File: src/source/asi_defines.svh
`ifndef ASI_DEFINES_SVH
`define ASI_DEFINES_SVH

// ----------------------------------------
// AXI bus widths
// ----------------------------------------

// Data bus width in bits
`define ASI_DW 64
// Address width
`define ASI_AW 32
// ID tag width
`define ASI_IW 4
// Burst length field width
`define ASI_LW 8
// Transfer size field width
`define ASI_SW 3
// Bytes per data word
`define ASI_BYTES 8

// ----------------------------------------
// Buffer depths and memory timing
// ----------------------------------------

// Outstanding read addresses
`define ASI_OD 4
// R buffer depth, also the credit count after reset
`define ASI_RD 16
// Memory wait states, at least one
`define ASI_WS 2

// Bursts may not cross a 4 KB page
`define ASI_BOUND_BIT 12

`endif

File: src/source/asi_pkg.sv
`include "asi_defines.svh"

package asi_pkg;

    // ----------------------------------------
    // Encodings
    // ----------------------------------------

    // AXI burst type, WRAP handled like INCR
    typedef enum logic [1:0] {
        FIXED = 2'b00,
        INCR  = 2'b01,
        WRAP  = 2'b10,
        RSVD  = 2'b11
    } burst_e;

    // Read response, only the two used codes
    typedef enum logic [1:0] {
        OKAY   = 2'b00,
        SLVERR = 2'b10
    } resp_e;

    // Burst phase of the generator
    typedef enum logic [1:0] {
        FIRST = 2'b00,
        BURST = 2'b01,
        IDLE  = 2'b10
    } phase_e;

    // ----------------------------------------
    // Payload structs
    // ----------------------------------------

    // One AR request as held in the AR buffer
    typedef struct packed {
        logic [`ASI_IW-1:0] id;
        logic [`ASI_AW-1:0] addr;
        logic [`ASI_LW-1:0] len;
        logic [`ASI_SW-1:0] size;
        burst_e             burst;
    } ar_req_t;

    // One memory read, one per beat
    typedef struct packed {
        logic [`ASI_AW-1:0] addr;
        logic [`ASI_SW-1:0] size;
        logic               last;
    } mem_req_t;

    // Side info that follows a beat through the memory latency
    typedef struct packed {
        logic [`ASI_IW-1:0] id;
        resp_e              resp;
        logic               last;
    } beat_tag_t;

    // One R channel beat as held in the R buffer
    typedef struct packed {
        logic [`ASI_IW-1:0] id;
        logic [`ASI_DW-1:0] data;
        resp_e              resp;
        logic               last;
    } r_beat_t;

endpackage

File: src/source/sync_fifo.sv
module sync_fifo #(
    parameter int DEPTH = 4,
    parameter int WIDTH = 8
) (
    input  logic             clk,
    input  logic             rst_n,
    input  logic             push,
    input  logic             pop,
    input  logic [WIDTH-1:0] wdata,
    output logic [WIDTH-1:0] rdata,
    output logic             full,
    output logic             empty
);

    // Pointer and occupancy widths
    localparam int PW = (DEPTH > 1) ? $clog2(DEPTH) : 1;
    localparam int CW = $clog2(DEPTH + 1);

    logic [WIDTH-1:0] mem [DEPTH];
    logic [PW-1:0]    wr_ptr;
    logic [PW-1:0]    rd_ptr;
    logic [CW-1:0]    count;
    logic             do_push;
    logic             do_pop;

    // Requests on a full or empty FIFO are dropped
    assign do_push = push && !full;
    assign do_pop  = pop && !empty;

    assign full  = (count == CW'(DEPTH));
    assign empty = (count == '0);

    // Show-ahead read, oldest entry on rdata
    assign rdata = mem[rd_ptr];

    // ----------------------------------------
    // Storage
    // ----------------------------------------
    always_ff @(posedge clk) begin
        if (do_push) begin
            mem[wr_ptr] <= wdata;
        end
    end

    // ----------------------------------------
    // Pointers and count
    // ----------------------------------------
    always_ff @(posedge clk or negedge rst_n) begin
        if (!rst_n) begin
            wr_ptr <= '0;
            rd_ptr <= '0;
            count  <= '0;
        end else begin
            // Wrap at DEPTH, also for depths that are not a power of two
            if (do_push) begin
                wr_ptr <= (wr_ptr == PW'(DEPTH - 1)) ? '0 : wr_ptr + 1'b1;
            end
            if (do_pop) begin
                rd_ptr <= (rd_ptr == PW'(DEPTH - 1)) ? '0 : rd_ptr + 1'b1;
            end
            // Simultaneous push and pop keeps the count
            if (do_push && !do_pop) begin
                count <= count + 1'b1;
            end else if (do_pop && !do_push) begin
                count <= count - 1'b1;
            end
        end
    end

endmodule

File: src/source/burst_addr.sv
`include "asi_defines.svh"

module burst_addr
    import asi_pkg::*;
(
    input  ar_req_t            req,
    input  phase_e             phase,
    input  logic [`ASI_AW-1:0] cur_addr,
    output logic [`ASI_AW-1:0] beat_addr,
    output logic [`ASI_AW-1:0] next_addr,
    output logic               size_err,
    output logic               cross_4kb
);

    logic [`ASI_AW-1:0] align_mask;
    logic [`ASI_AW-1:0] aligned_addr;
    logic [`ASI_AW-1:0] incr;
    logic [`ASI_AW-1:0] base_addr;
    logic [`ASI_AW-1:0] raw_next;

    // ----------------------------------------
    // Transfer size
    // ----------------------------------------

    // Size wider than the data bus
    assign size_err = (req.size > $clog2(`ASI_BYTES));

    // Start address aligned down to the transfer size
    assign align_mask   = {`ASI_AW{1'b1}} << req.size;
    assign aligned_addr = req.addr & align_mask;

    // FIXED stays on one address, INCR and WRAP step by the size
    always_comb begin
        if (req.burst == FIXED) begin
            incr = '0;
        end else begin
            incr = {{(`ASI_AW - 1){1'b0}}, 1'b1} << req.size;
        end
    end

    // ----------------------------------------
    // Beat and next address
    // ----------------------------------------

    // First beat uses the address as given, possibly unaligned
    assign beat_addr = (phase == FIRST) ? req.addr : cur_addr;

    // Later beats step from the aligned start
    assign base_addr = (phase == FIRST) ? aligned_addr : cur_addr;
    assign raw_next  = base_addr + incr;

    // Leaving the 4 KB page flips the boundary bit
    assign cross_4kb = (raw_next[`ASI_BOUND_BIT] != req.addr[`ASI_BOUND_BIT]);

    // Hold at the last in-page address
    assign next_addr = cross_4kb ? base_addr : raw_next;

endmodule

File: src/source/burst_gen.sv
`include "asi_defines.svh"

module burst_gen
    import asi_pkg::*;
(
    input  logic      clk,
    input  logic      rst_n,
    input  ar_req_t   ar_head,
    input  logic      ar_empty,
    output logic      ar_pop,
    input  logic      credit_return,
    output mem_req_t  mem_req,
    output logic      mem_re,
    output beat_tag_t tag,
    output logic      tag_valid,
    output logic      error_4kb
);

    phase_e                      phase;
    phase_e                      phase_nxt;
    ar_req_t                     req_q;
    ar_req_t                     cur_req;
    logic [`ASI_LW-1:0]          beat_cnt;
    logic [`ASI_AW-1:0]          cur_addr;
    logic [$clog2(`ASI_RD+1)-1:0] credit;
    logic                        have_credit;
    logic                        issue;
    logic                        beat_last;
    logic [`ASI_AW-1:0]          beat_addr;
    logic [`ASI_AW-1:0]          next_addr;
    logic                        size_err;
    logic                        cross_4kb;

    // ----------------------------------------
    // Issue decision
    // ----------------------------------------

    // One credit per R buffer slot still free
    assign have_credit = (credit != '0);

    // First beat needs a queued request, later beats only a credit
    always_comb begin
        case (phase)
            FIRST:   issue = !ar_empty && have_credit;
            BURST:   issue = have_credit;
            default: issue = 1'b0;
        endcase
    end

    // Head of the AR buffer in FIRST, latched copy afterwards
    assign cur_req = (phase == FIRST) ? ar_head : req_q;

    // Beat len is the last one
    assign beat_last = (phase == FIRST) ? (ar_head.len == '0) : (beat_cnt == req_q.len);

    assign ar_pop = (phase == FIRST) && issue;

    // ----------------------------------------
    // Address path
    // ----------------------------------------
    burst_addr u_burst_addr (
        .req       (cur_req),
        .phase     (phase),
        .cur_addr  (cur_addr),
        .beat_addr (beat_addr),
        .next_addr (next_addr),
        .size_err  (size_err),
        .cross_4kb (cross_4kb)
    );

    // Memory request and the matching tag
    assign mem_re       = issue;
    assign mem_req.addr = beat_addr;
    assign mem_req.size = cur_req.size;
    assign mem_req.last = beat_last;

    assign tag_valid = issue;
    assign tag.id    = cur_req.id;
    assign tag.resp  = size_err ? SLVERR : OKAY;
    assign tag.last  = beat_last;

    // One pulse per following beat held at the page edge
    assign error_4kb = issue && cross_4kb && !beat_last;

    // ----------------------------------------
    // Phase FSM
    // ----------------------------------------
    always_comb begin
        phase_nxt = phase;
        case (phase)
            IDLE:  phase_nxt = FIRST;
            FIRST: begin
                // Single-beat bursts stay in FIRST
                if (issue && !beat_last) begin
                    phase_nxt = BURST;
                end
            end
            BURST: begin
                if (issue && beat_last) begin
                    phase_nxt = FIRST;
                end
            end
            default: phase_nxt = IDLE;
        endcase
    end

    always_ff @(posedge clk or negedge rst_n) begin
        if (!rst_n) begin
            phase    <= IDLE;
            beat_cnt <= '0;
            cur_addr <= '0;
            credit   <= `ASI_RD;
        end else begin
            phase <= phase_nxt;
            if (issue) begin
                // Beat 1 follows the first beat
                beat_cnt <= (phase == FIRST) ? 1 : beat_cnt + 1'b1;
                cur_addr <= next_addr;
            end
            // Spend on issue, refund on R handshake
            credit <= credit - mem_re + credit_return;
        end
    end

    // Request of the burst in progress
    always_ff @(posedge clk) begin
        if (ar_pop) begin
            req_q <= ar_head;
        end
    end

endmodule

File: src/source/resp_delay.sv
`include "asi_defines.svh"

module resp_delay
    import asi_pkg::*;
(
    input  logic      clk,
    input  logic      rst_n,
    input  beat_tag_t tag_in,
    input  logic      valid_in,
    output beat_tag_t tag_out,
    output logic      valid_out
);

    // One stage per memory wait state
    beat_tag_t         tag_q [`ASI_WS];
    logic [`ASI_WS-1:0] vld_q;

    // ----------------------------------------
    // Valid bits
    // ----------------------------------------
    always_ff @(posedge clk or negedge rst_n) begin
        if (!rst_n) begin
            vld_q <= '0;
        end else begin
            vld_q[0] <= valid_in;
            for (int i = 1; i < `ASI_WS; i++) begin
                vld_q[i] <= vld_q[i-1];
            end
        end
    end

    // Tag payload shifts alongside
    always_ff @(posedge clk) begin
        tag_q[0] <= tag_in;
        for (int i = 1; i < `ASI_WS; i++) begin
            tag_q[i] <= tag_q[i-1];
        end
    end

    // Oldest stage lines up with the memory data
    assign tag_out   = tag_q[`ASI_WS-1];
    assign valid_out = vld_q[`ASI_WS-1];

endmodule

File: src/source/asi_read.sv
`include "asi_defines.svh"

module asi_read
    import asi_pkg::*;
(
    input  logic               clk,
    input  logic               rst_n,
    // AR channel
    input  logic [`ASI_IW-1:0] ar_id,
    input  logic [`ASI_AW-1:0] ar_addr,
    input  logic [`ASI_LW-1:0] ar_len,
    input  logic [`ASI_SW-1:0] ar_size,
    input  logic [1:0]         ar_burst,
    input  logic               ar_valid,
    output logic               ar_ready,
    // R channel
    output logic [`ASI_IW-1:0] r_id,
    output logic [`ASI_DW-1:0] r_data,
    output logic [1:0]         r_resp,
    output logic               r_last,
    output logic               r_valid,
    input  logic               r_ready,
    // Memory side
    output mem_req_t           mem_req,
    output logic               mem_re,
    input  logic [`ASI_DW-1:0] mem_rdata,
    input  logic               mem_rvalid,
    output logic               error_4kb
);

    ar_req_t   ar_in;
    logic [$bits(ar_req_t)-1:0] ar_q;
    ar_req_t   ar_head;
    logic      ar_full;
    logic      ar_empty;
    logic      ar_push;
    logic      ar_pop;
    beat_tag_t tag;
    logic      tag_valid;
    beat_tag_t dly_tag;
    logic      dly_valid;
    r_beat_t   r_in;
    logic [$bits(r_beat_t)-1:0] r_q;
    r_beat_t   r_head;
    logic      r_push;
    logic      r_pop;
    logic      r_empty;

    // ----------------------------------------
    // AR buffer
    // ----------------------------------------
    assign ar_in.id    = ar_id;
    assign ar_in.addr  = ar_addr;
    assign ar_in.len   = ar_len;
    assign ar_in.size  = ar_size;
    assign ar_in.burst = burst_e'(ar_burst);

    assign ar_ready = !ar_full;
    assign ar_push  = ar_valid && ar_ready;

    sync_fifo #(
        .DEPTH (`ASI_OD),
        .WIDTH ($bits(ar_req_t))
    ) u_ar_buffer (
        .clk   (clk),
        .rst_n (rst_n),
        .push  (ar_push),
        .pop   (ar_pop),
        .wdata (ar_in),
        .rdata (ar_q),
        .full  (ar_full),
        .empty (ar_empty)
    );

    assign ar_head = ar_q;

    // ----------------------------------------
    // Beat generation and tag delay
    // ----------------------------------------
    burst_gen u_burst_gen (
        .clk           (clk),
        .rst_n         (rst_n),
        .ar_head       (ar_head),
        .ar_empty      (ar_empty),
        .ar_pop        (ar_pop),
        .credit_return (r_pop),
        .mem_req       (mem_req),
        .mem_re        (mem_re),
        .tag           (tag),
        .tag_valid     (tag_valid),
        .error_4kb     (error_4kb)
    );

    resp_delay u_resp_delay (
        .clk       (clk),
        .rst_n     (rst_n),
        .tag_in    (tag),
        .valid_in  (tag_valid),
        .tag_out   (dly_tag),
        .valid_out (dly_valid)
    );

    // ----------------------------------------
    // R buffer
    // ----------------------------------------

    // Memory data joins its delayed tag
    assign r_in.id   = dly_tag.id;
    assign r_in.data = mem_rdata;
    assign r_in.resp = dly_tag.resp;
    assign r_in.last = dly_tag.last;

    // Credits keep this from ever seeing a full buffer
    assign r_push = mem_rvalid && dly_valid;
    assign r_pop  = r_valid && r_ready;

    sync_fifo #(
        .DEPTH (`ASI_RD),
        .WIDTH ($bits(r_beat_t))
    ) u_r_buffer (
        .clk   (clk),
        .rst_n (rst_n),
        .push  (r_push),
        .pop   (r_pop),
        .wdata (r_in),
        .rdata (r_q),
        .full  (),
        .empty (r_empty)
    );

    assign r_head = r_q;

    // R channel ports from the buffer head
    assign r_valid = !r_empty;
    assign r_id    = r_head.id;
    assign r_data  = r_head.data;
    assign r_resp  = r_head.resp;
    assign r_last  = r_head.last;

endmodule

File: config.mk
export PLATFORM = sky130hd
export DESIGN_NAME = asi_read
export DESIGN_NICKNAME = d
export VERILOG_FILES = /design/src/source/asi_pkg.sv /design/src/source/sync_fifo.sv /design/src/source/burst_addr.sv /design/src/source/burst_gen.sv /design/src/source/resp_delay.sv /design/src/source/asi_read.sv
export VERILOG_INCLUDE_DIRS = /design/src /design/src/source
export SDC_FILE = /design/constraint.sdc
export NUM_CORES = 1
export LEC_CHECK = 0
export BUFFER_PORTS_ARGS = -buffer_cell sky130_fd_sc_hd__buf_4
export CAP_MARGIN = 20
export CELL_PAD_IN_SITES_DETAIL_PLACEMENT = 1
export CELL_PAD_IN_SITES_GLOBAL_PLACEMENT = 1
export CORE_MARGIN = 10
export CORE_UTILIZATION = 50
export CTS_CLUSTER_DIAMETER = 80
export DETAILED_ROUTE_END_ITERATION = 6
export PLACE_DENSITY_LB_ADDON = 0.1
export SETUP_SLACK_MARGIN = 0.3
export SLEW_MARGIN = 20
export SYNTH_ARGS = -nofsm -noshare
export SYNTH_HDL_FRONTEND = slang
export SYNTH_SLANG_ARGS = --single-unit
File: constraint.sdc
create_clock -name clk -period 11 [get_ports clk]
set_input_delay 0.55 -clock clk [delete_from_list [all_inputs] [get_ports clk]]
set_output_delay 0.55 -clock clk [all_outputs]
set_load 0.05 [all_outputs]
==> results.cfg <==
[status]
outcome = finished, final reports clean

[cts]
postCtsResizedCells = 0
clock_latency_ns = 0.75
cts_root_buf = clkbuf_16
clockBufferDepth = 3
cts-buffers-inserted = 148
tritoncts = yes
cts_sinks = 1415
clk_pin_slew_ns = 0.06
postCtsHoldBufs = 50
postCtsSetupBuffers = 0
cts_max_level = 4

[layout]
num-nets-final = 3475
drive_above_1_share = 0.232
nFillCells = 9644
final_util = 0.581
fin_area_mm2 = 0.0643
seq_area_mm2 = 0.0420
syn2layout_area_growth_pct = 15.5
multi_input_area_mm2 = 0.0130

[grt]
grt_pass1_wl_um = 208000
overflow = 0
grt_pass1_vias = 32000
grt_max_degree = 127
grt_usage = 0.221
antenna_found_initial = 12

[timing]
finalSetupTns_ns = 0
fin_crit_ns = 6.78
relSlewSlack = 0.271
fmax_mhz = 147
hold_viol = 0
setup_viol = 0
worst_pin_slew_ns = 1.09
holdWs_ns = 0.0923
finalMaxSlewViolations = 0
skew_ns = 0.0218
fin_crit_sh = 0.616
rsz0062_at_grt = false
setup_ws_ns = 4.22

[floorplanning]
die-area_mm2 = 0.125
io_pins = 229
die_x_um = 354
rows = 122
core_area_mm2 = 0.111
die_y_um = 354
start_util = 0.503

[power_and_ir_drop]
ir_worst_vdd_mv = 0.198
p_per_area_mw_per_mm2 = 286
p_leak_nw = 21.8

[synth]
seq_area_frac_synth = 0.755
yosys_most_used_dff = edfxtp_1
synth_seq_cells = 1415
synthArstFlopShare = 0.0488
synth_area_mm2 = 0.0557
syn_nets = 3154
synthCells = 3002
synth-edff-count = 1334
ys_types = 69
yosys_warnings = 0
syn_area_per_cell_um2 = 18.5

[job]
cap_violations = 0

[place]
pre_cts_slack_ns = 4.95
dp_hpwl_um = 74800
postPlaceCellArea_mm2 = 0.0591
io_buffers = 227
gp_congestion = 0.768

[detailed_routing]
ant_nets = 0
vias = 29300
remaining_drc_errors = 0
viasPerCell = 5.94
wl_per_cell_um = 28.3
drt_iter0_drc = 2455
first_pass_iters = 5
routed_wl_um = 139000

[worst_setup_path]
start_kind = flop
path_class = flop to output port
cp.arrival_ns = 6.23
r2r_slack_ns = 5.46
end_kind = output port
path_max_fanout = 31
required_ns = 10.45

[hold_path]
hp-class = input port to flop
-- Yosys cell counts, types with 33 or more instances --
master / number / area (um^2)
xnor2_1: 33 / 289
edfxtp_1: 1334 / 40100
mux2i_1: 228 / 2280
nor2_1: 49 / 184
a221oi_1: 71 / 622
nand2_1: 218 / 818
a21oi_1: 85 / 425
inv_1: 33 / 124
o21ai_0: 153 / 766
dfrtp_1: 67 / 1680
clkbuf_1: 97 / 364
mux2_2: 74 / 833
a22oi_1: 71 / 533
mux4_2: 189 / 4260
-- cells in the final DEF, fill, tap and decap left out, drive strengths merged, types with 64 or more instances in the layout --
cell,synthesis,final
a21oi,85,85
nand2,218,218
buf,54,272
clkbuf,97,190
dfrtp,67,67
o21ai,177,177
mux2,74,74
edfxtp,1334,1334
mux2i,229,229
a22oi,71,71
a221oi,71,71
clkinv,0,64
mux4,189,189
-- report_power, final --
group / switching, mW / internal, mW / leakage, nW
logic: 4.25 / 2.21 / 6.43
clock network: 2.05 / 2.80 / 2.33
registers: 0.424 / 6.64 / 13.0
total: 6.72 / 11.6 / 21.8
-- layer usage --
metal / GRT usage / routed length (um) / part of all wire
met2: 0.369 / 69600 / 0.50
met1: 0.287 / 57900 / 0.41
met4: 0.0645 / 2940 / 0.021
met5: 0 / 99 / 0.00071
met3: 0.0521 / 8930 / 0.064
-- flip-flops by register name, summed over array words and instances (netlist names) --
register	cells
u_r_buffer.mem	1120
u_ar_buffer.mem	196
u_burst_gen.cur_addr	32
u_burst_gen.req_q	18
u_resp_delay.tag_q	12
u_burst_gen.beat_cnt	8
u_burst_gen.credit	5
u_r_buffer.count	5
u_r_buffer.rd_ptr	4
u_r_buffer.wr_ptr	4
u_ar_buffer.count	3
u_ar_buffer.rd_ptr	2
u_ar_buffer.wr_ptr	2
u_burst_gen.phase	2
u_resp_delay.vld_q	2
-- through the flow --
step                power (mW)  instances
floorplan                 11.5       3002
global placement          13.5       4611
detailed placement        13.7       4611
CTS                       18.6       4934
global route              19.2       4937
finish                    18.4       4937
-- cells by family (layout without fill, tap and decap cells) --
kind of cell    count (synthesis)  after routing  share of synthesized area
flops                        1415           1415                      0.755
mux                           492            492                      0.133
compound gates                445            445                     0.0512
simple gates                  380            380                     0.0313
buf+inv                       185            629                     0.0137
xor+xnor                       50             50                    0.00800
fa+ha+maj                      34             34                    0.00818
other cells                     1              4                  0.0000674
-- critical path, stage by stage, from the launching register on --
cell and delay (ns):
dfrtp_4 0.71, buf_4 0.59, mux4_2 0.64, nand2_1 0.12, nand2_1 0.12, or3_1 0.45
nor2_1 0.14, ha_1 0.18, inv_1 0.06, fa_1 0.47, nor2b_1 0.20, o31ai_2 0.14
a2111oi_4 0.68, xnor2_2 0.39, nor2_1 0.31, buf_4 0.25
-- path summary, 6_finish.rpt --
| kind | from | endpoint | depth (start not counted) |
|---|---|---|---|
| worst max-delay path | u_ar_buffer.rd_ptr[0] | error_4kb | 15 |
| worst min register to register | u_resp_delay.tag_q[0][0] | u_resp_delay.tag_q[0][7] | 0 |
| max in group asynchronous | rst_n | u_ar_buffer.rd_ptr[0] | 3 |
| worst min-delay path | mem_rdata[25] | u_r_buffer.mem[8][28] | 1 |
| worst max register to register | u_ar_buffer.rd_ptr[0] | u_burst_gen.cur_addr[8] | 16 |
| min in group asynchronous | rst_n | u_burst_gen.cur_addr[30] | 2 |
-- layout make-up --
class / count / share of cell area
Tap cell: 1488 / 0.0290
Timing Repair Buffer: 322 / 0.0400
Antenna cell: 3 / 0.000117
Clock buffer: 190 / 0.0631
Inverter: 34 / 0.00198
Multi-Input combinational cell: 1402 / 0.202
Clock inverter: 83 / 0.0103
Sequential cell: 1415 / 0.654
No activity file was read; power rests on OpenSTA's default activity.
